## src/logic/dmem_pkg.sv

```systemverilog
//----------------------------------------
// Shared types of the data-memory subsystem:
// request handshake enums and struct, AHB-Lite
// bus structs and timer register offsets
//----------------------------------------

package dmem_pkg;

    parameter int unsigned XLEN = 32;

    //----------------------------------------
    // Requester handshake
    //----------------------------------------
    typedef enum logic {
        MEM_CMD_RD,
        MEM_CMD_WR
    } mem_cmd_e;

    typedef enum logic [1:0] {
        MEM_WIDTH_BYTE,
        MEM_WIDTH_HWORD,
        MEM_WIDTH_WORD
    } mem_width_e;

    typedef enum logic [1:0] {
        MEM_RESP_IDLE,
        MEM_RESP_RDY_OK,
        MEM_RESP_RDY_ER
    } mem_resp_e;

    typedef struct packed {
        mem_cmd_e           cmd;
        mem_width_e         width;
        logic [XLEN-1:0]    addr;
        logic [XLEN-1:0]    wdata;      // Byte lanes follow the address
    } mem_req_t;

    //----------------------------------------
    // AHB-Lite master side
    //----------------------------------------
    typedef enum logic [1:0] {
        HTRANS_IDLE   = 2'b00,
        HTRANS_NONSEQ = 2'b10
    } htrans_e;

    typedef struct packed {
        logic [XLEN-1:0]    haddr;
        htrans_e            htrans;
        logic [2:0]         hsize;
        logic               hwrite;
        logic [XLEN-1:0]    hwdata;
        logic [3:0]         hprot;
        logic [2:0]         hburst;
        logic               hmastlock;
    } ahb_m2s_t;

    typedef struct packed {
        logic               hready;
        logic               hresp;      // Error response from the slave
        logic [XLEN-1:0]    hrdata;
    } ahb_s2m_t;

    // Timer registers, byte offsets in the timer window
    parameter logic [4:0] TMR_CTRL     = 5'd0;
    parameter logic [4:0] TMR_MTIME_LO = 5'd4;
    parameter logic [4:0] TMR_MTIME_HI = 5'd8;
    parameter logic [4:0] TMR_CMP_LO   = 5'd12;
    parameter logic [4:0] TMR_CMP_HI   = 5'd16;

endpackage : dmem_pkg

```

## src/logic/dmem_router.sv

```systemverilog
//----------------------------------------
// Data-memory router: address decode, steering
// to TCM, timer and AHB ports, response return
//----------------------------------------

module dmem_router #(
    parameter logic [dmem_pkg::XLEN-1:0] TCM_ADDR_MASK      = 32'hFFFF_0000,
    parameter logic [dmem_pkg::XLEN-1:0] TCM_ADDR_PATTERN   = 32'h0000_0000,
    parameter logic [dmem_pkg::XLEN-1:0] TIMER_ADDR_MASK    = 32'hFFFF_FFE0,
    parameter logic [dmem_pkg::XLEN-1:0] TIMER_ADDR_PATTERN = 32'h0049_0000
) (
    input  logic                        clk,
    input  logic                        rst_i,
    // Upstream requester
    input  logic                        req_i,
    input  dmem_pkg::mem_req_t          req_data_i,
    output logic                        req_ack_o,
    output dmem_pkg::mem_resp_e         resp_o,
    output logic [dmem_pkg::XLEN-1:0]   rdata_o,
    // TCM port
    output logic                        tcm_req_o,
    output dmem_pkg::mem_req_t          tcm_data_o,
    input  logic                        tcm_ack_i,
    input  dmem_pkg::mem_resp_e         tcm_resp_i,
    input  logic [dmem_pkg::XLEN-1:0]   tcm_rdata_i,
    // Timer port
    output logic                        tmr_req_o,
    output dmem_pkg::mem_req_t          tmr_data_o,
    input  logic                        tmr_ack_i,
    input  dmem_pkg::mem_resp_e         tmr_resp_i,
    input  logic [dmem_pkg::XLEN-1:0]   tmr_rdata_i,
    // AHB bridge port
    output logic                        ahb_req_o,
    output dmem_pkg::mem_req_t          ahb_data_o,
    input  logic                        ahb_ack_i,
    input  dmem_pkg::mem_resp_e         ahb_resp_i,
    input  logic [dmem_pkg::XLEN-1:0]   ahb_rdata_i
);
    import dmem_pkg::*;

    typedef enum logic [1:0] {
        ROUTE_TCM,
        ROUTE_TMR,
        ROUTE_AHB
    } route_e;

    route_e             route_sel;      // Target of the incoming request
    route_e             route_q;        // Target of the outstanding request
    logic               busy_q;
    logic               issue_ok;
    logic               sel_ack;
    mem_resp_e          cur_resp;
    logic [XLEN-1:0]    cur_rdata;
    mem_resp_e          resp_q;
    logic [XLEN-1:0]    rdata_q;

    // Anything outside both windows goes to AHB
    always_comb begin
        if ((req_data_i.addr & TCM_ADDR_MASK) == TCM_ADDR_PATTERN) begin
            route_sel = ROUTE_TCM;
        end else if ((req_data_i.addr & TIMER_ADDR_MASK) == TIMER_ADDR_PATTERN) begin
            route_sel = ROUTE_TMR;
        end else begin
            route_sel = ROUTE_AHB;
        end
    end

    always_comb begin
        case (route_sel)
            ROUTE_TCM: sel_ack = tcm_ack_i;
            ROUTE_TMR: sel_ack = tmr_ack_i;
            default:   sel_ack = ahb_ack_i;
        endcase
    end

    // Response select follows the registered route
    always_comb begin
        case (route_q)
            ROUTE_TCM: begin
                cur_resp  = tcm_resp_i;
                cur_rdata = tcm_rdata_i;
            end
            ROUTE_TMR: begin
                cur_resp  = tmr_resp_i;
                cur_rdata = tmr_rdata_i;
            end
            default: begin
                cur_resp  = ahb_resp_i;
                cur_rdata = ahb_rdata_i;
            end
        endcase
    end

    // Free, or the outstanding access ends this cycle
    assign issue_ok  = !busy_q || (cur_resp != MEM_RESP_IDLE);
    assign req_ack_o = issue_ok && sel_ack;

    assign tcm_req_o  = req_i && issue_ok && (route_sel == ROUTE_TCM);
    assign tmr_req_o  = req_i && issue_ok && (route_sel == ROUTE_TMR);
    assign ahb_req_o  = req_i && issue_ok && (route_sel == ROUTE_AHB);
    assign tcm_data_o = req_data_i;
    assign tmr_data_o = req_data_i;
    assign ahb_data_o = req_data_i;

    always_ff @(posedge clk) begin
        if (rst_i) begin
            busy_q  <= 1'b0;
            route_q <= ROUTE_AHB;
            resp_q  <= MEM_RESP_IDLE;
        end else begin
            resp_q <= busy_q ? cur_resp : MEM_RESP_IDLE;
            if (req_i && req_ack_o) begin
                busy_q  <= 1'b1;
                route_q <= route_sel;
            end else if (cur_resp != MEM_RESP_IDLE) begin
                busy_q  <= 1'b0;
            end
        end
    end

    always_ff @(posedge clk) begin
        rdata_q <= cur_rdata;
    end

    assign resp_o  = resp_q;
    assign rdata_o = rdata_q;

    a_single_resp: assert property (@(posedge clk) disable iff (rst_i)
        $onehot0({tcm_resp_i != MEM_RESP_IDLE, tmr_resp_i != MEM_RESP_IDLE,
                  ahb_resp_i != MEM_RESP_IDLE}))
        else $error("dmem_router: two targets responded in one cycle");

endmodule : dmem_router

```

## config.mk

```make
export PLATFORM = sky130hd
export DESIGN_NAME = dmem_router
export DESIGN_NICKNAME = d
export VERILOG_FILES = /design/src/logic/dmem_pkg.sv /design/src/logic/dmem_router.sv
export SDC_FILE = /design/constraint.sdc
export NUM_CORES = 1
export LEC_CHECK = 0
export ABC_CLOCK_PERIOD_IN_PS = 1800
export BUFFER_PORTS_ARGS = -buffer_cell sky130_fd_sc_hd__buf_2
export CAP_MARGIN = 20
export CORE_AREA = 2 2 162 164
export CTS_CLUSTER_DIAMETER = 100
export DETAILED_ROUTE_END_ITERATION = 16
export DIE_AREA = 0 0 164 166
export GPL_ROUTABILITY_DRIVEN = 1
export GPL_TIMING_DRIVEN = 0
export PLACE_DENSITY_LB_ADDON = 0.15
export SLEW_MARGIN = 20
export SYNTH_ARGS = -nofsm -noshare
export SYNTH_HDL_FRONTEND = slang
export SYNTH_SLANG_ARGS = --single-unit
```

## constraint.sdc

```tcl
create_clock -name clk -period 1.8 [get_ports clk]
set_input_delay 0 -clock clk [delete_from_list [all_inputs] [get_ports clk]]
set_output_delay 0 -clock clk [all_outputs]
set_load 0.005 [all_outputs]
```

Word-level counts from Yosys, hierarchy flattened. Index checks and enable logic that the tools add are counted. W data, S select, Z words.

Register bits after elaboration: 37. Bits of input ports: 175. Output and inout port bits: 239.

Equality and inequality tests: 4. Mux-type cells: 7. Bitwise gates (word level): 1. Reductions and logical operators: 14.

Operators with widths (number): $pmux W32 S2 (1); $logic_not A32 Y1 (1); $eq A27 B18 Y1 const B (1); $logic_and A1 B1 Y1 (6); $eq A2 B1 Y1 const B (2); $logic_not A2 Y1 (2); $mux W2 (2); $pmux W2 S2 (1); $reduce_bool A2 Y1 (2); $eq A2 B2 Y1 const B (1); $mux W1 (2); $pmux W1 S2 (1); $reduce_or A2 Y1 (1); $logic_not A1 Y1 (1); $logic_or A1 B1 Y1 (1); $not A1 Y1 (1).

Longest topological paths before layout.
Depth after elaboration: 8. Mapped depth: 6. Depth with buffers taken out: 5.

Worst setup path after synthesis. Ideal clock, no wire load.

Path kind: register to register. From: reg route_q[0]. To: reg route_q[0]. Library setup time: 0.121 ns. Arrival: 1.453 ns. Required time: 1.679 ns. Setup slack: 0.226 ns. Stages on the path, launching flop included: 7. Period minus slack after synthesis: 1.574 ns. Path through: dfxtp_1 > buf_6 > mux2_4 > mux2i_1 > a31o_2 > a21oi_2 > mux2_4.

Word-level cells in the longest chain between the ends: 6. Elaborated cells between the ends (all ways): 7. Those cells by class: eq/ne: 1; mux: 1; reduce/logical: 5.

Ends and longest elaborated chain: from (decl) (line dmem_router.sv:48) `route_e route_q;`; from (signal assigned) (line dmem_router.sv:114) `route_q <= route_sel;`; $eq A2 B1 Y1 / $logic_not A2 Y1 (equally long branches) (line dmem_router.sv:78) `case (route_q)`; $pmux W2 S2 (*) (line dmem_router.sv:78); $reduce_bool A2 Y1 (*) (line dmem_router.sv:95) `assign issue_ok = !busy_q || (cur_resp != MEM_RESP_IDLE);`; $logic_or A1 B1 Y1 (*) (line dmem_router.sv:95); $logic_and A1 B1 Y1 (*) (line dmem_router.sv:96) `assign req_ack_o = issue_ok && sel_ack;`; $logic_and A1 B1 Y1 (*) (line dmem_router.sv:112) `if (req_i && req_ack_o) begin`.

Mark *: on every way between the ends. The rest lies on a longest branch, timed or not. A chain may end at the register's enable or synchronous reset.

Worst setup path after layout.
From: reg route_q[0]. To: out tmr_req_o.

Word-level cells in the longest chain between the ends: 6. Elaborated cells between the ends (all ways): 7. Those cells by class: eq/ne: 1; mux: 1; reduce/logical: 5.

Ends and longest elaborated chain: $eq A2 B1 Y1 / $logic_not A2 Y1 (equally long branches) (line dmem_router.sv:78); $pmux W2 S2 (*) (line dmem_router.sv:78); $reduce_bool A2 Y1 (*) (line dmem_router.sv:95); $logic_or A1 B1 Y1 (*) (line dmem_router.sv:95); $logic_and A1 B1 Y1 (*) (2 in series) (line dmem_router.sv:99) `assign tmr_req_o = req_i && issue_ok && (route_sel == ROUTE_TMR);`; to (decl) (line dmem_router.sv:27) `output logic tmr_req_o,`.

Marked as above.

==> flow_metrics.env <==
export IMPL_status="complete, but fails checks"
export IMPL_violations="hold timing"
export IMPL_max_freq_mhz=587.4
export IMPL_syn_avg_cell_area_um2=8.305
export IMPL_cp_end_kind="output pin"
export IMPL_slew_violations=0
export IMPL_worst_pin_slew_ns=0.5119
export IMPL_gp_congestion=0.7298
export IMPL_report_power_total_mw=2.776
export IMPL_coreArea_mm2=0.02562
export IMPL_min_path_type="in2reg"
export IMPL_setup_tns_final_ns=0
export IMPL_clkLatencyLatePin_ns=0.28
export IMPL_drc=0
export IMPL_synth_yosys_warnings=0
export IMPL_dp_cells=1094
export IMPL_reg2reg_to="route_q[0]"
export IMPL_postRouteAntennaNets=0
export IMPL_antenna_found_initial=1
export IMPL_synth_cell_types=30
export IMPL_fin_crit_ns=1.702
export IMPL_leakagePower_nw=3.412
export IMPL_worst_hold_slack_ns=-0.001552
export IMPL_synth_seq_cells=37
export IMPL_vdd_drop_max_mv=0.2637
export IMPL_first_pass_iters=4
export IMPL_grt_pass1_wl_mm=20.13
export IMPL_syn_inst=386
export IMPL_cts_tree="done"
export IMPL_min_period_over_period_pct=94.58
export IMPL_htree_levels=2
export IMPL_reg2reg_slack_ns=0.11
export IMPL_rsz0062_at_grt="yes"
export IMPL_first_iter_violations=92
export IMPL_clk_pin_slew_ns=0.06
export IMPL_viasPerCell=3.275
export IMPL_num_fill_cells=2870
export IMPL_port_buffers=373
export IMPL_dp_hpwl_mm=12.35
export IMPL_start_util_pct=12.51
export IMPL_routed_wl_mm=14.19
export IMPL_die_area_mm2=0.02722
export IMPL_hold_depth=3
export IMPL_cts_made_buffers=5
export IMPL_fin_skew_ns=0.003807
export IMPL_syn_nets=561
export IMPL_crit_fanout=8
export IMPL_syn_cell_area_mm2=0.003206
export IMPL_worst_slack_ns=0.09751
export IMPL_cp_start_kind="flip-flop"
export IMPL_cts_sinks=37
export IMPL_path_class="reg2out"
export IMPL_power_density_mw_per_mm2=444.0
export IMPL_drive_gt1_share_pct=72.99
export IMPL_grt_pass1_vias=3785
export IMPL_ioPinCount=414
export IMPL_final_util_pct=24.41
export IMPL_whs_endpoint="rdata_o[0]"
export IMPL_grt_max_degree=12
export IMPL_fp_dieW_um=164
export IMPL_relSlewSlack_pct=65.87
export IMPL_fin_nets=997
export IMPL_setup_viol=0
export IMPL_drv_cap=0
export IMPL_min_from="tcm_rdata_i[0]"
export IMPL_reg2reg_depth=6
export IMPL_gr_total_overflow=0
export IMPL_fin_cells=1158
export IMPL_cp_arrival_ns=1.70
export IMPL_clk_path_buf_depth=2
export IMPL_hold_viol_final=1
export IMPL_post_place_ws_ns=-0.09932
export IMPL_syn2layout_area_growth_pct=95.04
export IMPL_ys_seq_area_share_pct=23.11
export IMPL_vias=3792
export IMPL_required_ns=1.80
export IMPL_num_rows=59
export IMPL_routedWlPerCell_um=12.25
export IMPL_die_h_um=166
export IMPL_clock_root_buffer="clkbuf_16"
export IMPL_grtUsageTotal_pct=9.639
export IMPL_reg2reg_from="route_q[0]"
## kinds of logic (layout without fill, tap and decap cells)
logic type | Yosys count | after routing | share of synthesized area (%)
buf+inv | 213 | 649 | 48.83
simple gates | 58 | 58 | 8.899
compound gates | 40 | 40 | 6.830
mux | 38 | 38 | 12.33
flops | 37 | 37 | 23.11
other cells | 0 | 1 | 0
## Yosys cell counts
cell type,instances,share of area (%)
a21boi_1,1,0.23
a21o_1,2,0.47
a21oi_1,1,0.16
a21oi_2,1,0.27
a31o_2,1,0.27
a41oi_1,1,0.27
and4bb_1,1,0.39
buf_2,3,0.47
buf_4,201,47
buf_6,1,0.35
clkbuf_1,7,0.82
dfxtp_1,37,23
inv_1,1,0.12
mux2_4,3,1.4
mux2i_1,35,11
nand2_1,33,3.9
nand2b_1,1,0.20
nand3_1,1,0.16
nand4_1,3,0.59
nor2_1,6,0.70
nor2b_1,2,0.39
nor3_1,4,0.62
nor3b_1,1,0.23
nor4_1,2,0.39
nor4_2,1,0.39
nor4b_2,1,0.47
nor4bb_1,1,0.31
o21ai_0,32,5.0
o21ai_1,1,0.16
or2_0,1,0.20
## per-stage QoR
step / cell area (um^2) / hold WS (ns)
floorplan: 3206 / 0.06907
global placement: 5492 / 0.1673
detailed placement: 5492 / 0.1658
CTS: 6208 / 0.0007931
global route: 6252 / 0.01491
finish: 6252 / -0.001552
## layout make-up
class	count	area, um^2	area share (%)
tap	335	419.2	6.704
multi-input combinational	136	944.7	15.11
timing repair buffer	429	2422	38.74
sequential	37	742.0	11.87
antenna	1	2.502	0.04002
buffer	212	1572	25.14
clock inverter	1	7.507	0.1201
inverter	1	3.754	0.06004
clock buffer	6	138.9	2.221
## routing by layer
layer | vias up | share of wire [%] | global-route usage, %
met2 | 205 | 58 | 20.95
met4 | 0 | 1.0 | 2.441
li1 | 1935 | - | -
met5 | - | 0 | 0
met1 | 1645 | 33 | 8.564
met3 | 7 | 7.9 | 1.973
## sequential cells by signal, summed over array words and instances, names as in the netlist
register and cells:
route_q 2, resp_o 2, rdata_o 32, busy_q 1
## critical path: stages, from the launching register on
cell     delay [ns]
dfxtp_2        0.33
buf_8          0.13
mux2_4         0.31
mux2i_4        0.21
a31o_2         0.23
nor3_1         0.05
buf_2          0.15
## power by group
part           switching (mW)  internal, mW
logic                   0.337         0.669
clock network           0.358         0.544
registers             0.00881         0.860
total                   0.704          2.07
## repair_timing
item | 4_1_cts | 5_1_grt
hold buffers | 54 | 0
endpoints found under the setup margin | 5 | 34
pin swaps | 0 | 1
hold endpoints to repair | 33 | 0
setup buffers | 0 | 2
gates resized for setup | 5 | 8
## worst max-delay path by stage
stage / startpoint / end / slack, ns / cells after the start
5_1_grt: route_q[0] / tcm_req_o / -0.004 / 6
2_1_floorplan: route_q[0] / route_q[0] / 0.23 / 6
3_5_place_dp: route_q[0] / route_q[0] / -0.1 / 6
3_3_place_gp: route_q[0] / route_q[0] / -0.09 / 6
6_report: route_q[0] / tmr_req_o / 0.1 / 6
4_1_cts: route_q[1] / rdata_o[22] / 0.02 / 3
## cell usage in the layout (no fill, tap or decap), drive strengths merged, types with 2 or more instances in the layout
cell type / Yosys / layout
a21o: 2 / 2
a21oi: 2 / 2
buf: 205 / 578
clkbuf: 7 / 15
dfxtp: 37 / 37
dlygate4sd3: 0 / 54
mux2: 3 / 3
mux2i: 35 / 35
nand2: 33 / 33
nand4: 3 / 3
nor2: 6 / 6
nor2b: 2 / 2
nor3: 4 / 4
nor4: 3 / 3
o21ai: 33 / 33
Power figures use the tool's default switching activity.
