$ cat src/logic/dmem_pkg.sv
//----------------------------------------
// Shared types of the data-memory subsystem:
// request handshake enums and struct, AHB-Lite
// bus structs and timer register offsets
//----------------------------------------

package dmem_pkg;

    parameter int unsigned XLEN = 32;

    //----------------------------------------
    // Requester handshake
    //----------------------------------------
    typedef enum logic {
        MEM_CMD_RD,
        MEM_CMD_WR
    } mem_cmd_e;

    typedef enum logic [1:0] {
        MEM_WIDTH_BYTE,
        MEM_WIDTH_HWORD,
        MEM_WIDTH_WORD
    } mem_width_e;

    typedef enum logic [1:0] {
        MEM_RESP_IDLE,
        MEM_RESP_RDY_OK,
        MEM_RESP_RDY_ER
    } mem_resp_e;

    typedef struct packed {
        mem_cmd_e           cmd;
        mem_width_e         width;
        logic [XLEN-1:0]    addr;
        logic [XLEN-1:0]    wdata;      // Byte lanes follow the address
    } mem_req_t;

    //----------------------------------------
    // AHB-Lite master side
    //----------------------------------------
    typedef enum logic [1:0] {
        HTRANS_IDLE   = 2'b00,
        HTRANS_NONSEQ = 2'b10
    } htrans_e;

    typedef struct packed {
        logic [XLEN-1:0]    haddr;
        htrans_e            htrans;
        logic [2:0]         hsize;
        logic               hwrite;
        logic [XLEN-1:0]    hwdata;
        logic [3:0]         hprot;
        logic [2:0]         hburst;
        logic               hmastlock;
    } ahb_m2s_t;

    typedef struct packed {
        logic               hready;
        logic               hresp;      // Error response from the slave
        logic [XLEN-1:0]    hrdata;
    } ahb_s2m_t;

    // Timer registers, byte offsets in the timer window
    parameter logic [4:0] TMR_CTRL     = 5'd0;
    parameter logic [4:0] TMR_MTIME_LO = 5'd4;
    parameter logic [4:0] TMR_MTIME_HI = 5'd8;
    parameter logic [4:0] TMR_CMP_LO   = 5'd12;
    parameter logic [4:0] TMR_CMP_HI   = 5'd16;

endpackage : dmem_pkg

$ cat src/logic/dmem_ahb_bridge.sv
//----------------------------------------
// Request to AHB-Lite bridge, single transfers
// with address and data phases
//----------------------------------------

module dmem_ahb_bridge (
    input  logic                        clk,
    input  logic                        rst_i,
    input  logic                        req_i,
    input  dmem_pkg::mem_req_t          req_data_i,
    output logic                        req_ack_o,
    output dmem_pkg::mem_resp_e         resp_o,
    output logic [dmem_pkg::XLEN-1:0]   rdata_o,
    output dmem_pkg::ahb_m2s_t          ahb_o,
    input  dmem_pkg::ahb_s2m_t          ahb_i
);
    import dmem_pkg::*;

    typedef enum logic [1:0] {
        PH_IDLE,
        PH_ADDR,
        PH_DATA
    } phase_e;

    localparam logic [2:0] HBURST_SINGLE = 3'b000;
    localparam logic [3:0] HPROT_DATA    = 4'b0001;

    phase_e             phase_q;
    mem_req_t           req_q;          // Transfer in flight
    logic               accept;
    logic               data_done;
    mem_resp_e          resp_q;
    logic [XLEN-1:0]    rdata_q;

    assign data_done = (phase_q == PH_DATA) && ahb_i.hready;
    assign req_ack_o = (phase_q == PH_IDLE) || data_done;
    assign accept    = req_i && req_ack_o;

    always_ff @(posedge clk) begin
        if (rst_i) begin
            phase_q <= PH_IDLE;
            resp_q  <= MEM_RESP_IDLE;
        end else begin
            resp_q <= MEM_RESP_IDLE;
            if (data_done) begin
                resp_q <= ahb_i.hresp ? MEM_RESP_RDY_ER : MEM_RESP_RDY_OK;
            end
            case (phase_q)
                PH_IDLE: if (accept) phase_q <= PH_ADDR;
                PH_ADDR: if (ahb_i.hready) phase_q <= PH_DATA;
                PH_DATA: if (ahb_i.hready) phase_q <= accept ? PH_ADDR : PH_IDLE;
                default: phase_q <= PH_IDLE;
            endcase
        end
    end

    always_ff @(posedge clk) begin
        if (accept) begin
            req_q <= req_data_i;
        end
        if (data_done) begin
            rdata_q <= ahb_i.hrdata;
        end
    end

    //----------------------------------------
    // Bus outputs
    //----------------------------------------
    always_comb begin
        ahb_o.haddr     = req_q.addr;
        ahb_o.hwrite    = (req_q.cmd == MEM_CMD_WR);
        ahb_o.hwdata    = req_q.wdata;  // Held through the data phase
        ahb_o.hprot     = HPROT_DATA;
        ahb_o.hburst    = HBURST_SINGLE;
        ahb_o.hmastlock = 1'b0;
        if (phase_q == PH_ADDR) begin
            ahb_o.htrans = HTRANS_NONSEQ;
        end else begin
            ahb_o.htrans = HTRANS_IDLE;
        end
        case (req_q.width)
            MEM_WIDTH_BYTE:  ahb_o.hsize = 3'b000;
            MEM_WIDTH_HWORD: ahb_o.hsize = 3'b001;
            default:         ahb_o.hsize = 3'b010;
        endcase
    end

    assign resp_o  = resp_q;
    assign rdata_o = rdata_q;

    a_addr_stable: assert property (@(posedge clk) disable iff (rst_i)
        (ahb_o.htrans == HTRANS_NONSEQ && !ahb_i.hready) |=>
            (ahb_o.htrans == HTRANS_NONSEQ) && $stable(ahb_o.haddr)
            && $stable(ahb_o.hsize) && $stable(ahb_o.hwrite))
        else $error("dmem_ahb_bridge: address phase changed under wait state");

endmodule : dmem_ahb_bridge

$ cat config.mk
export PLATFORM = sky130hd
export DESIGN_NAME = dmem_ahb_bridge
export DESIGN_NICKNAME = d
export VERILOG_FILES = /design/src/logic/dmem_pkg.sv /design/src/logic/dmem_ahb_bridge.sv
export SDC_FILE = /design/constraint.sdc
export NUM_CORES = 1
export LEC_CHECK = 0
export BUFFER_PORTS_ARGS = -buffer_cell sky130_fd_sc_hd__buf_2
export CAP_MARGIN = 20
export CORE_AREA = 4 4 103 105
export CTS_CLUSTER_DIAMETER = 60
export DETAILED_ROUTE_END_ITERATION = 7
export DIE_AREA = 0 0 107 109
export PLACE_DENSITY = 0.75
export SLEW_MARGIN = 20
export SYNTH_ARGS = -nofsm -noshare
export SYNTH_HDL_FRONTEND = slang
export SYNTH_SLANG_ARGS = --single-unit
$ cat constraint.sdc
create_clock -name clk -period 5.4 [get_ports clk]
set_input_delay 0.27 -clock clk [delete_from_list [all_inputs] [get_ports clk]]
set_output_delay 0.27 -clock clk [all_outputs]
set_load 0.05 [all_outputs]
After elaboration in Yosys (flattened, before gate mapping) --
Index checks and enable logic that the tools add are counted.
Operators by class: equal/unequal tests 6, muxes and demuxes 8, reductions and logical operators 7, bitwise operators 1
Operator list (count):
- 2-bit 2-to-1 mux | 5
- 2-bit inequality test (second input constant) | 3
- 2-bit one-hot mux with 3 select lines | 1
- 2-bit by 1-bit equality test with 1-bit output (second input constant) | 2
- 2-bit zero test | 2
- 2-bit one-hot mux with 2 select lines | 1
- 3-bit AND reduction | 1
- 2-bit equality test (second input constant) | 1
- 1-bit logical AND | 2
- 2-bit OR reduction | 1
- 1-bit logical OR | 1
- 1-bit 2-to-1 mux | 1
- 1-bit NOT | 1
Word-level totals: output and inout port bits 113, register bits 103, word-level logic and storage cells 29

Depth between registers and ports, before layout --
Gate-level depths: netlist of the first run.
word-level depth 7, gate-level depth with buffers 3

Least setup slack after synthesis of the first run --
Ideal clock, no wire load.
kind register to register, from reg phase_q[1], to reg req_q (netlist bit ahb_o[10]) (enable), data required time 4.812 ns, path buffers 0, period minus slack after synthesis 5.935 ns, setup slack -0.535 ns, cell stages (with the launch flop) 3, data arrival time 5.347 ns, path through dfxtp_1 > nor2b_1 > nor3b_1
Between the ends: word-level cells in the longest chain between the ends 4, elaborated cells on any way between the ends 5, those cells by class eq/ne (1); reduce/logical (4)
Ends and longest elaborated chain:
- start, declared | RTL line dmem_ahb_bridge.sv:28 | phase_e phase_q;
- start signal, assigned | RTL line dmem_ahb_bridge.sv:51 | PH_DATA: if (ahb_i.hready) phase_q <= accept ? PH_ADDR : PH_IDLE;
- 2-bit equality test | RTL line dmem_ahb_bridge.sv:35 | assign data_done = (phase_q == PH_DATA) && ahb_i.hready;
- 1-bit logical AND | RTL line dmem_ahb_bridge.sv:35
- 1-bit logical OR (*) | RTL line dmem_ahb_bridge.sv:36 | assign req_ack_o = (phase_q == PH_IDLE) || data_done;
- 1-bit logical AND (*) | RTL line dmem_ahb_bridge.sv:37 | assign accept = req_i && req_ack_o;
- named net accept | RTL line dmem_ahb_bridge.sv:30 | logic accept;
- end signal, assigned | RTL line dmem_ahb_bridge.sv:59 | req_q <= req_data_i;
- end, declared | RTL line dmem_ahb_bridge.sv:29 | mem_req_t req_q;
Mark *: on every way through the listed nets, which the timed path passes. The rest lies on a longest branch. A chain may end at the register's enable or synchronous reset.

Worst setup path in the final report of the first run --
from reg phase_q[1], to reg req_q (netlist bit ahb_o[66]) (enable)
Same word-level chain as after synthesis.

==> impl_metrics.ini, run 1 <==
[status]
run_status = complete, no violations

[min_path]
hold_path.class = in2reg

[floorplanning]
row_count = 36
dieArea_mm2 = 0.0117
fp.coreArea_mm2 = 0.00964
start_util_pct = 38.6
ios = 217
die_h_um = 109
die_w_um = 107

[synthesis]
synthDominantCellAreaShare_pct = 79.8
synth_cell_type_count = 16
yosysTopAreaCell = edfxtp_1
syn_area_per_cell_um2 = 19.0
synth-seq-area-share_pct = 82.0
synth-seq-cells = 103
synth_cells = 196
synth_area_mm2 = 0.00372
yosys_warnings = 0
netlist_top_cells_area = edfxtp_1 80%, buf_4 15%, dfxtp_1 2.1%, nor2b_1 0.50%, buf_6 0.30%

[setup_path]
worstPathArrival_ns = 1.75
critical_path_class = reg2reg
cpMaxStageDelayCell = buf_4
endpoint_kind = flop
required_ns = 5.38
crit_fanout = 67
slowest_delay_ns = 0.65
worst_setup_path_start_kind = flop
cp_cell_sequence = nor2b_1 > nor3b_4 > buf_4

[cells_and_area]
area_growth_pct = 22.6
multi_input_area_um2 = 138
antennaDiodeCount = 0
mostFrequentLayoutCells = 206 x buf_2, 99 x edfxtp_1, 10 x conb_1
final_common_cell = buf_2
num-nets-final = 450
drive_gt1_share_pct = 63.7
regArea_mm2 = 0.00305
fill_cells = 863

[clock_tree]
cts_sinks = 103
postCtsSetupBuffers = 0
cts_tree = built
path_clk_slew_ns = 0.09
clockRootBuffer = clkbuf_8
cts_resized = 0
htree_num_levels = 3
ctsHoldBuffers = 0
clockBufferDepth = 2
clk_latency_ns = 0.35
numCtsBuffers = 9

[timing]
whs_ns = 0.0842
fin_tns_setup_ns = 0
rsz0062_at_grt = no
fmax_ghz = 0.565
worst_slack_ns = 3.63
finClkSkew_ns = 0.0109
relSlewSlack_pct = 44.9
setup_viol = 0
fin_crit_sh_pct = 32.8
hold_violations = 0
layout_min_cycle_time_ns = 1.77
drv_slew = 0
worst_slew_pin_slew_ns = 0.827

[power_and_ir_drop]
power.leakage_uw = 0.00192
p_per_area_mw_per_mm2 = 347
ir_worst_vdd_mv = 0.152

[drt]
drtAntennaViolNets = 0
drtIter0Drc = 53
drc = 0
vias = 1969
wl_per_cell_um = 14.6
routed_wl_um = 7050
viasPerCell = 4.08
firstDrtPassIters = 4

[global_routing]
antenna_found_initial = 0
gr-total-overflow = 0
track_usage_pct = 11.7
grt_max_degree = 68
grt_pass1_vias = 2064
grt_pass1_wl_um = 10200

[placed_design]
portBuffers = 206
dp_hpwl_um = 5540
place_ws_ns = 3.65
gp_congestion = 0.749

[job]
maxCapViolations = 0
-- kinds of logic after synthesis --
family                 share of synthesized area [%]
AOI/OAI and AO/OA                              0.369
buffers and inverters                           15.5
DFF                                             82.0
other                                          0.202
and+or+nand+nor                                 1.95
-- where the power goes --
group,internal (uW),switching [uW]
Sequential,922,9.65
Combinational,53.3,189
Clock,165,245
-- through the flow --
step	cell area, um^2	std cells	util (%)	power [uW]
finish	4570	483	47.4	1580
global route	4570	483	47.4	1660
CTS	4570	483	47.4	1610
detailed placement	4400	468	45.7	1190
global placement	4400	468	45.7	1190
floorplan	3760	204	-	1160
-- state kept, by name (all words and copies together), names as in the netlist --
| name | cells |
|---|---|
| phase_q | 2 |
| rdata_o | 32 |
| resp_o | 2 |
| req_q | 2 |
| ahb_o | 65 |
-- worst paths after layout --
kind                                 start         to  slack (ns)  cells after the start
worst max-delay path            phase_q[1]  ahb_o[66]        3.63                      3
worst min-delay path             ahb_i[32]  resp_o[0]        0.08                      2
worst max register to register  phase_q[1]  ahb_o[66]        3.63                      3
worst min register to register  phase_q[1]  resp_o[0]        0.57                      2
-- routing by layer --
| metal | global-route usage [%] | vias up | part of all wire [%] |
|---|---|---|---|
| li1 | - | 913 | - |
| met1 | 12.4 | 900 | 35 |
| met2 | 19.2 | 147 | 49 |
| met3 | 7.16 | 9 | 16 |
| met4 | 3.84 | 0 | 0.95 |
| met5 | 0 | - | 0 |
-- cell usage after synthesis --
master	n
buf_6	1
nor3b_1	1
conb_1	2
nor4_1	1
a21oi_1	1
a2111oi_0	1
nor4b_1	1
buf_4	75
or3b_1	1
nor2_1	3
edfxtp_1	99
nand2_1	1
nand3b_1	1
dfxtp_1	4
nor2b_1	3
clkbuf_1	1
-- final cells by class --
class,instances,share of cell area (%)
sequential,103,66.9
timing repair buffer,208,22.9
tap,133,3.64
multi-input combinational,24,3.01
clock buffer,10,2.80
clock inverter,5,0.767
-- critical path, delay by kind of cell (launching register included) --
| family | cells | cell delay [ns] |
|---|---|---|
| DFF | 1 | 0.34 |
| and+or+nand+nor | 2 | 0.34 |
| buffers and inverters | 1 | 0.65 |
Power figures use the tool's default switching activity.
==> inputs of run 2 (changes only) <==
Clock period 5.4 ns to 1.6 ns, I/O delays scaled along.
==> run 2 against run 1 <==
Synthesized cell count did not move. Area after synthesis did not move. The run now fails in clock tree synthesis.
==> impl_metrics.ini, run 2 <==
[floorplanning]
ios = 217
die_h_um = 109
die_w_um = 107
row_count = 36
start_util_pct = 38.6

[clock_tree]
cts_resized = 0
htree_num_levels = 3
clockRootBuffer = clkbuf_8
postCtsSetupBuffers = 0
ctsHoldBuffers = 101
cts_sinks = 103
clockBufferDepth = 2
numCtsBuffers = 9

[placed_design]
place_inst = 469
dp_hpwl_um = 5890
place_area_mm2 = 0.00445
portBuffers = 206
gp_congestion = 0.719

[synthesis]
synth-edff-count = 99
yosysMostFrequentCell = edfxtp_1
synth_area_mm2 = 0.00372
synth_cell_type_count = 16
synth-main-ff-cell = edfxtp_1
syn_area_per_cell_um2 = 19.0
synthDominantCellAreaShare_pct = 79.8
ys_async_sr_fraction_pct = 0
netlist_top_cells_area = edfxtp_1 80%, buf_4 15%, dfxtp_1 2.1%, nor2b_1 0.50%, buf_6 0.30%
synth-seq-cells = 103
yosysTopAreaCell = edfxtp_1
synth-seq-area-share_pct = 82.0
yosys_warnings = 0
synth_cells = 196
synthTopCellsByCount = 99 x edfxtp_1, 75 x buf_4, 4 x dfxtp_1

[status]
toolErrorMsg = [ERROR RSZ-0060] Max buffer count reached.
run_status = did not finish
stop_stage = clock tree synthesis
## run 2: cell families after synthesis
family / count (synthesis) / share of synthesized area, %
and+or+nand+nor: 12 / 1.95
other: 2 / 0.202
DFF: 103 / 82.0
AOI/OAI and AO/OA: 2 / 0.369
buffers and inverters: 77 / 15.5
## run 2: metrics by stage
step,setup slack [ns],util [%],hold WS [ns],setup TNS [ns]
3_5_place_dp,0.218,46.2,0.258,0
3_3_place_gp,0.252,46.2,0.256,0
2_1_floorplan,-1.02,-,0.142,-68.49
==> inputs of run 3 (changes only) <==
Settings changed: CORE_AREA 4 4 103 105 to 4 4 102 104, CTS_CLUSTER_DIAMETER 60 to not set, DIE_AREA 0 0 107 109 to 0 0 106 108, PLACE_DENSITY 0.75 to not set, PLACE_DENSITY_LB_ADDON set to 0.15.
Clock period 1.6 ns to 2.1 ns, I/O delays scaled along.
==> run 3 against run 2 <==
Area after synthesis is the same. Synthesized cell count is the same. The run again fails in clock tree synthesis.
==> impl_metrics.ini, run 3 <==
[status]
run_status = did not finish
stop_stage = clock tree synthesis
toolErrorMsg = [ERROR RSZ-0060] Max buffer count reached.

[synthesis]
synth-seq-area-share_pct = 82.0
syn_area_per_cell_um2 = 19.0
synth_cells = 196
ys_async_sr_fraction_pct = 0
synthTopCellsByCount = 99 x edfxtp_1, 75 x buf_4, 4 x dfxtp_1
yosysMostFrequentCell = edfxtp_1
synth-seq-cells = 103
netlist_top_cells_area = edfxtp_1 80%, buf_4 15%, dfxtp_1 2.1%, nor2b_1 0.50%, buf_6 0.30%
synth-main-ff-cell = edfxtp_1
yosysTopAreaCell = edfxtp_1
synthDominantCellAreaShare_pct = 79.8
synth_area_mm2 = 0.00372
synth_cell_type_count = 16
yosys_warnings = 0
synth-edff-count = 99

[clock_tree]
cts_resized = 0
numCtsBuffers = 9
clockBufferDepth = 2
clockRootBuffer = clkbuf_8
ctsHoldBuffers = 101
cts_sinks = 103
postCtsSetupBuffers = 0
htree_num_levels = 3

[placed_design]
dp_hpwl_um = 5500
portBuffers = 206
place_inst = 469
place_area_mm2 = 0.00443
gp_congestion = 0.705

[floorplanning]
row_count = 36
die_w_um = 106
die_h_um = 108
start_util_pct = 39.0
ios = 217
[run 3: cell counts after synthesis]
Identical to the previous run, type by type.
[run 3: logic make-up after synthesis]
family	count (synthesis)	synth area share, %
simple gates	12	1.95
other cells	2	0.202
flops	103	82.0
compound gates	2	0.369
buf+inv	77	15.5
[run 3: stage by stage]
step	setup WS [ns]	TNS (ns)
detailed placement	0.682	0
global placement	0.720	0
floorplan	-0.522	-34.99
