==> src/logic/dmem_pkg.sv <==
//----------------------------------------
// Shared types of the data-memory subsystem:
// request handshake enums and struct, AHB-Lite
// bus structs and timer register offsets
//----------------------------------------

package dmem_pkg;

    parameter int unsigned XLEN = 32;

    //----------------------------------------
    // Requester handshake
    //----------------------------------------
    typedef enum logic {
        MEM_CMD_RD,
        MEM_CMD_WR
    } mem_cmd_e;

    typedef enum logic [1:0] {
        MEM_WIDTH_BYTE,
        MEM_WIDTH_HWORD,
        MEM_WIDTH_WORD
    } mem_width_e;

    typedef enum logic [1:0] {
        MEM_RESP_IDLE,
        MEM_RESP_RDY_OK,
        MEM_RESP_RDY_ER
    } mem_resp_e;

    typedef struct packed {
        mem_cmd_e           cmd;
        mem_width_e         width;
        logic [XLEN-1:0]    addr;
        logic [XLEN-1:0]    wdata;      // Byte lanes follow the address
    } mem_req_t;

    //----------------------------------------
    // AHB-Lite master side
    //----------------------------------------
    typedef enum logic [1:0] {
        HTRANS_IDLE   = 2'b00,
        HTRANS_NONSEQ = 2'b10
    } htrans_e;

    typedef struct packed {
        logic [XLEN-1:0]    haddr;
        htrans_e            htrans;
        logic [2:0]         hsize;
        logic               hwrite;
        logic [XLEN-1:0]    hwdata;
        logic [3:0]         hprot;
        logic [2:0]         hburst;
        logic               hmastlock;
    } ahb_m2s_t;

    typedef struct packed {
        logic               hready;
        logic               hresp;      // Error response from the slave
        logic [XLEN-1:0]    hrdata;
    } ahb_s2m_t;

    // Timer registers, byte offsets in the timer window
    parameter logic [4:0] TMR_CTRL     = 5'd0;
    parameter logic [4:0] TMR_MTIME_LO = 5'd4;
    parameter logic [4:0] TMR_MTIME_HI = 5'd8;
    parameter logic [4:0] TMR_CMP_LO   = 5'd12;
    parameter logic [4:0] TMR_CMP_HI   = 5'd16;

endpackage : dmem_pkg

==> src/logic/mtimer.sv <==
//----------------------------------------
// Memory-mapped 64-bit machine timer with
// compare register and interrupt
//----------------------------------------

module mtimer (
    input  logic                        clk,
    input  logic                        rst_i,
    input  logic                        req_i,
    input  dmem_pkg::mem_req_t          req_data_i,
    output logic                        req_ack_o,
    output dmem_pkg::mem_resp_e         resp_o,
    output logic [dmem_pkg::XLEN-1:0]   rdata_o,
    output logic                        timer_irq_o
);
    import dmem_pkg::*;

    logic [4:0]         offs;
    logic               acc_ok;         // Word access to a known register
    logic               wr_en;
    logic               en_q;           // Count enable, control bit 0
    logic [63:0]        mtime_q;
    logic [63:0]        cmp_q;
    logic [XLEN-1:0]    rd_val;
    mem_resp_e          resp_q;
    logic [XLEN-1:0]    rdata_q;
    logic               irq_q;

    assign offs      = req_data_i.addr[4:0];
    assign req_ack_o = 1'b1;

    //----------------------------------------
    // Register decode
    //----------------------------------------
    always_comb begin
        rd_val = '0;
        acc_ok = (req_data_i.width == MEM_WIDTH_WORD);
        case (offs)
            TMR_CTRL:     rd_val = {{(XLEN-1){1'b0}}, en_q};
            TMR_MTIME_LO: rd_val = mtime_q[31:0];
            TMR_MTIME_HI: rd_val = mtime_q[63:32];
            TMR_CMP_LO:   rd_val = cmp_q[31:0];
            TMR_CMP_HI:   rd_val = cmp_q[63:32];
            default:      acc_ok = 1'b0;
        endcase
    end

    assign wr_en = req_i && acc_ok && (req_data_i.cmd == MEM_CMD_WR);

    always_ff @(posedge clk) begin
        if (rst_i) begin
            en_q    <= 1'b1;
            mtime_q <= '0;
            cmp_q   <= '1;              // Keeps the interrupt low out of reset
            irq_q   <= 1'b0;
        end else begin
            irq_q <= (mtime_q >= cmp_q);
            if (en_q) begin
                mtime_q <= mtime_q + 64'd1;
            end
            // A software write wins over the increment
            if (wr_en) begin
                case (offs)
                    TMR_CTRL:     en_q           <= req_data_i.wdata[0];
                    TMR_MTIME_LO: mtime_q[31:0]  <= req_data_i.wdata;
                    TMR_MTIME_HI: mtime_q[63:32] <= req_data_i.wdata;
                    TMR_CMP_LO:   cmp_q[31:0]    <= req_data_i.wdata;
                    TMR_CMP_HI:   cmp_q[63:32]   <= req_data_i.wdata;
                    default: ;
                endcase
            end
        end
    end

    //----------------------------------------
    // Response
    //----------------------------------------
    always_ff @(posedge clk) begin
        if (rst_i) begin
            resp_q <= MEM_RESP_IDLE;
        end else if (req_i) begin
            resp_q <= acc_ok ? MEM_RESP_RDY_OK : MEM_RESP_RDY_ER;
        end else begin
            resp_q <= MEM_RESP_IDLE;
        end
    end

    always_ff @(posedge clk) begin
        if (req_i) begin
            rdata_q <= rd_val;
        end
    end

    assign resp_o      = resp_q;
    assign rdata_o     = rdata_q;
    assign timer_irq_o = irq_q;

endmodule : mtimer

==> config.mk <==
export PLATFORM = sky130hd
export DESIGN_NAME = mtimer
export DESIGN_NICKNAME = d
export VERILOG_FILES = /design/src/logic/dmem_pkg.sv /design/src/logic/mtimer.sv
export SDC_FILE = /design/constraint.sdc
export NUM_CORES = 1
export LEC_CHECK = 0
export ABC_AREA = 1
export BUFFER_PORTS_ARGS = -buffer_cell sky130_fd_sc_hd__buf_2
export CAP_MARGIN = 20
export CORE_UTILIZATION = 60
export CTS_BUF_LIST = sky130_fd_sc_hd__clkbuf_4 sky130_fd_sc_hd__clkbuf_8
export DETAILED_ROUTE_END_ITERATION = 7
export MAX_ROUTING_LAYER = met4
export PLACE_DENSITY = 0.91
export SYNTH_ARGS = -nofsm -noshare
export SYNTH_HDL_FRONTEND = slang
export SYNTH_SLANG_ARGS = --single-unit
==> constraint.sdc <==
create_clock -name clk -period 2.4 [get_ports clk]
set_input_delay 0.12 -clock clk [delete_from_list [all_inputs] [get_ports clk]]
set_output_delay 0.12 -clock clk [all_outputs]
set_load 0.01 [all_outputs]
# Word-level counts from Yosys, hierarchy flattened
# Index checks and enable logic that the tools add are counted.
# totals
register_bits	164
inputBits	70
word_cells	30
out_inout_bits	36
# op_classes
eq_ne	5
addsub	1
order_cmp	1
n_mux	7
bitwise	1
n_reduce_logical	8
# ops
op	count
one-hot mux 32 bit (5 select lines)	1
two-way mux 64 bit	2
adder 64 x 1 -> 64 bit, second input constant	1
>= comparator 64 bit	1
two-way mux 32 bit	2
== test 5 x 4 -> 1 bit, second input constant	2
AND reduction 2 bit	3
== test 5 x 3 -> 1 bit, second input constant	1
== test 5 bit, second input constant	1
zero test 5 bit	1
OR reduction 5 bit	1
== test 2 bit, second input constant	1
logical AND 1 bit	2
two-way mux 2 bit	1
OR reduction 2 bit	1
two-way mux 1 bit	1
inverter 1 bit	1

# Depth between registers and ports, before layout
# Gate-level depths: netlist of the first run.
# logic_depth
depth_word	6
ltp_mapped	15
depth_no_buf	15

# Least setup slack after synthesis of the first run
# OpenSTA, ideal clock, no wires.
# synth_timing
kind	register -> register
from	register mtime_q[0]
to	register mtime_q[52]
path_buffers	0
required_ns	2.291
period_less_slack_ns	1.655
slack_ns	0.745
setup_ns	0.109
path_stages_with_launch	13
arrival_time_ns	1.546
cell_sequence	dfxtp_1 ha_1 nand2_1 nor2_4 nand2_2 nor2_4 nand3_2 nor2_4 nand3_1 nand2_1 nand3_1 nand2_1 inv_1
# synth_via
elab_chain_len	4
# synth_lines
element	line_no	source
start: declaration	mtimer.sv:22	logic [63:0] mtime_q;
start signal: assignment	mtimer.sv:59	mtime_q <= mtime_q + 64'd1;
start signal: assignment	mtimer.sv:65	TMR_MTIME_LO: mtime_q[31:0] <= req_data_i.wdata;
adder 64 x 1 -> 64 bit (*)	mtimer.sv:59	
two-way mux 64 bit (*)	mtimer.sv:58	if (en_q) begin
two-way mux 32 bit	mtimer.sv:63	case (offs)
two-way mux 64 bit (*)	mtimer.sv:62	if (wr_en) begin
# Every way passes the cells marked *; elsewhere a longest branch is shown, timed or not.
# A chain may end at the register's enable or synchronous reset.

# Worst setup path after layout of the first run
# layout_timing
from	register mtime_q[15]
to	register irq_q, in the netlist timer_irq_o
# layout_via
elab_chain_len	1
# layout_lines
element	line_no	source
>= comparator 64 bit	mtimer.sv:57	irq_q <= (mtime_q >= cmp_q);
end signal: assignment	mtimer.sv:57	
end: declaration	mtimer.sv:27	logic irq_q;
# No other way between the ends.

==> flow_metrics.env, run 1 <==
export IMPL_clk_pin_slew_worst_paths_ns=0.08
export IMPL_dieArea_um2=17200
export IMPL_hold_viol=0
export IMPL_critPathLaunchType="flip-flop"
export IMPL_grt_usage_pct=45.0
export IMPL_cts_sinks=164
export IMPL_tns_ns=0
export IMPL_critPathKind="flip-flop to flip-flop"
export IMPL_yosysWarningCount=0
export IMPL_async_reset_ff_share_pct=0
export IMPL_grt_pass1_vias=9988
export IMPL_row_count=46
export IMPL_syn_area_um2=10000
export IMPL_synthFlopType="dfxtp_1"
export IMPL_grt_max_degree=66
export IMPL_fillers=1365
export IMPL_via_count=10800
export IMPL_drtPass1Iterations=6
export IMPL_syn_inst=1415
export IMPL_ctsResizeCount=0
export IMPL_cp_arrival_ns=2.58
export IMPL_ant_nets=0
export IMPL_netlist_top_cell_by_area="dfxtp_1"
export IMPL_placed_area_um2=10800
export IMPL_antenna_found_initial=2
export IMPL_hp_class="primary input to flip-flop"
export IMPL_total_power_mw=5.44
export IMPL_finalSetupViolations=0
export IMPL_clock_skew_ns=0.0149
export IMPL_avgRoutedWirePerCell_um=21.5
export IMPL_drt_iter0_drc=1523
export IMPL_drc=0
export IMPL_synth_seq_cells=164
export IMPL_slew_headroom_pct=59.8
export IMPL_post_route_min_period_ns=2.18
export IMPL_nets=1665
export IMPL_fp_dieH_um=131
export IMPL_rsz0062_at_grt="false"
export IMPL_startpoint="mtime_q[15]"
export IMPL_rr_startpoint="mtime_q[15]"
export IMPL_max_freq_mhz=460
export IMPL_synth_area_leaders="dfxtp_1 (26%), edfxtp_1 (9.6%), ha_1 (8.1%)"
export IMPL_cts_root_buf="clkbuf_8"
export IMPL_end_kind="flip-flop"
export IMPL_grt_overflow=0
export IMPL_synth_area_per_cell_um2=7.09
export IMPL_port_buffers=77
export IMPL_power_density_nw_per_um2=472
export IMPL_multi_input_area_um2=5380
export IMPL_gp_congestion=1.00
export IMPL_clk_path_buf_depth=2
export IMPL_vdd_drop_max_uv=391
export IMPL_critPathMaxFanout=5
export IMPL_min_from="req_data_i[32]"
export IMPL_total_leakage_power_nw=5.80
export IMPL_cts_tree="yes"
export IMPL_status="finished clean"
export IMPL_drt_wl_total_um=37900
export IMPL_fin_ws_ns=0.224
export IMPL_seqCellArea_um2=3600
export IMPL_numCtsBuffers=17
export IMPL_grt_pass1_wl_um=56600
export IMPL_final_area_um2=11500
export IMPL_die_x_um=131
export IMPL_worstMarginPinSlew_ns=0.597
export IMPL_via_per_inst=6.13
export IMPL_ys_seq_area_share_pct=35.9
export IMPL_ys_top_cells_by_count="inv_1 (216), nand2_1 (216), a21oi_1 (149), nor2_1 (139), o21ai_0 (133)"
export IMPL_start_util_pct=62.2
export IMPL_cts_htree_levels=4
export IMPL_timing_final_crit_share_pct=90.6
export IMPL_drive_gt1_share_pct=12.6
export IMPL_synth_top_area_share_pct=26.3
export IMPL_hpwl_um=27900
export IMPL_design_core_area_um2=16100
export IMPL_yosysUniqueCellTypes=40
export IMPL_pre_cts_slack_ns=0.331
export IMPL_syn_to_final_growth_pct=15.1
export IMPL_slew_violations=0
export IMPL_syn_num_nets=1550
export IMPL_worstPathRequired_ns=2.80
export IMPL_num_io_pins=106
export IMPL_maxCapViolations=0
export IMPL_synth_edff_count=32
export IMPL_clk_latency_ns=0.48
==> layer usage <==
| metal | GRT usage, % | up-vias | routed length [um] | part of all wire [%] |
|---|---|---|---|---|
| li1 | - | 4943 | - | - |
| met1 | 57.8 | 4969 | 14700 | 39 |
| met2 | 66.8 | 755 | 16300 | 43 |
| met5 | - | - | 0 | 0 |
| met4 | 18.9 | 0 | 1590 | 4.2 |
| met3 | 12.0 | 124 | 5340 | 14 |
==> worst paths after layout <==
check	end	slack, ns	cells after the start
worst max-delay path	timer_irq_o	0.22	9
worst min-delay path	resp_o[0]	0.02	4
worst max register to register	timer_irq_o	0.22	9
worst min register to register	cmp_q[24]	0.50	2
==> flip-flops by register name (all words and copies together) (netlist names) <==
name         count
cmp_q           64
mtime_q         64
rdata_o         32
resp_o           2
en_q             1
timer_irq_o      1
==> power breakdown <==
| group | total [mW] | switching (mW) | internal [mW] |
|---|---|---|---|
| Clock | 2.22 | 1.09 | 1.13 |
| Combinational | 0.372 | 0.237 | 0.136 |
| Sequential | 2.85 | 0.0153 | 2.84 |
| Total | 5.44 | 1.34 | 4.10 |
==> critical path: stages (launching register included) <==
cell	delay, ns
dfxtp_1	0.39
ha_1	0.35
nand4_1	0.14
nor2_1	0.35
nand3_1	0.26
nor2_1	0.14
nor2_1	0.06
nand2_1	0.21
nand2_1	0.08
a21oi_1	0.13
==> kinds of logic (layout without fill, tap and decap cells) <==
family / count (synthesis) / in the layout / share of synthesized area, %
xor+xnor: 24 / 24 / 2.10
buf+inv: 274 / 402 / 10.5
compound gates: 341 / 341 / 18.2
fa+ha+maj: 65 / 65 / 8.11
flops: 164 / 164 / 35.9
other cells: 1 / 3 / 0.0374
simple gates: 546 / 546 / 25.1
==> repair_timing <==
action | CTS | global route
hold buffers | 31 | 0
buffers inserted | 0 | 0
endpoints found under the hold margin | 73 | 0
==> through the flow <==
stage / instances / util, % / hold WS, ns
final: 1761 / 71.6 / 0.0245
after global routing: 1761 / 71.6 / 0.0329
after CTS: 1759 / 71.6 / 0.0192
after detailed placement: 1696 / 67.0 / 0.368
after global placement: 1696 / 67.0 / 0.369
after floorplan: 1415 / - / 0.232
==> placed cells by master, fill, tap and decap left out, drive strengths merged <==
master       count
a211oi           1
a21o             2
a21oi          149
a221oi          11
a31oi            2
and2             1
and3             2
buf            113
bufinv           3
clkbuf          23
clkinv           3
clkinvlp         2
conb             1
dfxtp          132
diode            2
dlygate4sd3     31
edfxtp          32
ha              65
inv            227
nand2          228
nand3           85
nand3b           3
nand4           38
nor2           159
nor3            27
nor4             2
o211a            2
o211ai          10
o21ai          143
o22ai           21
or2              1
xnor2            7
xor2            17
==> final cells by class <==
cell class | instances | share of cell area [%]
diodes | 2 | 0.0434
clock buffers | 23 | 2.53
clock inverters | 9 | 1.13
inverters | 226 | 7.35
multi-input cells | 977 | 46.6
flip-flops and latches | 164 | 31.2
well taps | 216 | 2.34
repair buffers | 144 | 8.82
Power figures use the tool's default switching activity.
==> run 2: changes to the inputs <==
CORE_MARGIN = 2   (was default)
==> run 2 against run 1 <==
The run now ends with design-rule violations left. Critical path depth increased by 1. Power about the same. Sequential share of layout area decreased by 0.20 points. Setup slack got worse by 0.15 ns. Largest cell class unchanged. Critical path type is now primary input to flip-flop. Clock power about the same.
==> flow_metrics.env, run 2 (synthesis gave the netlist of run 1 again) <==
export IMPL_status="complete, but fails checks"
export IMPL_fin_ws_ns=0.0780
export IMPL_total_leakage_power_nw=5.82
export IMPL_timing_final_crit_share_pct=96.8
export IMPL_rsz0062_at_grt="false"
export IMPL_hold_end="resp_o[1]"
export IMPL_multi_input_area_um2=5380
export IMPL_min_from="req_data_i[32]"
export IMPL_cpMaxStageDelayCell="dlygate4sd3_1"
export IMPL_r2r_end="mtime_q[60]"
export IMPL_vdd_drop_max_uv=352
export IMPL_r2r_worst_path_cells=11
export IMPL_cts_sinks=164
export IMPL_drive_gt1_share_pct=12.4
export IMPL_maxCapViolations=0
export IMPL_ant_nets=0
export IMPL_cts_htree_levels=4
export IMPL_antenna_found_initial=1
export IMPL_drt_wl_total_um=36900
export IMPL_numCtsBuffers=17
export IMPL_fp_dieH_um=133
export IMPL_die_x_um=133
export IMPL_slew_violations=0
export IMPL_slew_headroom_pct=62.6
export IMPL_drt_iter0_drc=1642
export IMPL_pre_cts_slack_ns=0.332
export IMPL_switchingPower_mw=1.37
export IMPL_hpwl_um=26400
export IMPL_fillers=1365
export IMPL_grt_pass1_vias=10200
export IMPL_cpMostUsedCell="dlygate4sd3_1"
export IMPL_clock_skew_ns=0.0176
export IMPL_gp_congestion=1.07
export IMPL_num_io_pins=106
export IMPL_power_density_nw_per_um2=469
export IMPL_crit_chain="dlygate4sd3_1 > buf_2 > nor2_1 > dlygate4sd3_1 > o211ai_2 > nor2_4 > nand2_2 > buf_12 > o21ai_0 > a21oi_1"
export IMPL_diodes=0
export IMPL_hold_viol=0
export IMPL_nets=1667
export IMPL_seq_power_share_pct=52.4
export IMPL_via_per_inst=6.16
export IMPL_syn_to_final_growth_pct=15.8
export IMPL_swShare_pct=25.2
export IMPL_clk_pin_slew_worst_paths_ns=0.09
export IMPL_post_route_min_period_ns=2.32
export IMPL_hp_class="primary input to flip-flop"
export IMPL_finalSetupViolations=0
export IMPL_worstHoldPathCells=5
export IMPL_critPathLaunchType="primary input"
export IMPL_final_common_cell="inv_1"
export IMPL_clk_latency_ns=0.49
export IMPL_critPathMaxFanout=33
export IMPL_grt_overflow=0
export IMPL_grt_max_degree=41
export IMPL_power_clock_fraction_pct=40.7
export IMPL_placed_area_um2=10800
export IMPL_start_util_pct=60.9
export IMPL_grt_usage_pct=43.0
export IMPL_path_buf_inv=4
export IMPL_cts_root_buf="clkbuf_8"
export IMPL_reg2reg_slack_ns=0.21
export IMPL_seqCellArea_um2=3600
export IMPL_avgRoutedWirePerCell_um=20.9
export IMPL_grt_pass1_wl_um=56300
export IMPL_port_buffers=77
export IMPL_internal_power_mw=4.08
export IMPL_cts_tree="yes"
export IMPL_tns_ns=0
export IMPL_critical_path_top_delay_family="buffers and inverters"
export IMPL_violations="design-rule violations"
export IMPL_row_count=47
export IMPL_max_stage_delay_ns=0.59
export IMPL_design_core_area_um2=16500
export IMPL_max_freq_mhz=431
export IMPL_dieArea_um2=17800
export IMPL_drtPass1Iterations=8
export IMPL_rr_startpoint="mtime_q[29]"
export IMPL_critPathKind="primary input to flip-flop"
export IMPL_drc=5
export IMPL_total_power_mw=5.45
export IMPL_clk_path_buf_depth=2
export IMPL_cp_arrival_ns=2.69
export IMPL_worstPathRequired_ns=2.77
export IMPL_via_count=10900
export IMPL_worstMarginPinSlew_ns=0.561
export IMPL_end_kind="flip-flop"
export IMPL_mostFrequentLayoutCells="inv_1 (216), nand2_1 (215), a21oi_1 (149)"
export IMPL_combPwrFrac_pct=6.9
export IMPL_final_area_um2=11600
## run 2: changes by cell type in the layout (fill, tap and decap cells not counted), moves of 2 or more
cell           delta
buf_4             -5
inv_2             -3
clkinv_2          +2
dlygate4sd3_1     +5
clkbuf_4          -3
diode_2           -2
inv_6             +4
## run 2: worst max-delay path by stage
stage	startpoint	endpoint	slack [ns]	cells after the start
finish	req_data_i[64]	mtime_q[10]	0.08	10
global route	req_data_i[64]	cmp_q[24]	0.01	11
CTS	req_data_i[64]	mtime_q[53]	0.13	11
detailed placement	mtime_q[29]	mtime_q[60]	0.33	11
global placement	mtime_q[29]	mtime_q[52]	0.39	11
floorplan	mtime_q[0]	mtime_q[52]	0.74	12
## run 2: cell type report
class,count,area share (%)
Clock buffer,20,2.32
Clock inverter,12,1.30
Inverter,226,7.40
Multi-Input combinational cell,977,46.3
Sequential cell,164,31.0
Tap cell,220,2.37
Timing Repair Buffer,146,9.28
## run 2: power by group through the flow
stage | clock [mW] | combinational, mW | sequential, mW
finish | 2.22 | 0.375 | 2.86
global route | 2.29 | 0.396 | 2.86
CTS | 2.20 | 0.353 | 2.85
detailed placement | 0 | 0.305 | 2.92
global placement | 0 | 0.300 | 2.92
floorplan | 0 | 0.127 | 2.93
## run 2: stage by stage
stage / hold WS (ns) / utilization, % / std cells
4_1_cts: 0.0605 / 70.3 / 1764
6_report: 0.0679 / 70.6 / 1765
2_1_floorplan: 0.232 / - / 1415
3_5_place_dp: 0.378 / 65.5 / 1696
3_3_place_gp: 0.369 / 65.5 / 1696
5_1_grt: 0.0829 / 70.6 / 1765
## run 2: worst min-delay path: cells and delay by family
kind,cells,cell delay (ns)
AND/OR/NAND/NOR,3,0.19
buffers and inverters,1,0.10
AO/OA/AOI/OAI,1,0.11
## run 2: metal layers
| metal | wire, um | GRT usage (%) | vias up |
|---|---|---|---|
| met2 | 15600 | 61.4 | 819 |
| li1 | - | - | 4952 |
| met4 | 1920 | 21.6 | 0 |
| met5 | 0 | - | - |
| met3 | 5130 | 12.3 | 172 |
| met1 | 14200 | 55.9 | 4926 |
## run 2: repair_timing
| item | in CTS | in global routing |
|---|---|---|
| setup buffers | 0 | 0 |
| resized for setup | 0 | 8 |
| endpoints found under the setup margin | 0 | 52 |
| hold buffers | 36 | 0 |
| endpoints found under the hold margin | 84 | 0 |
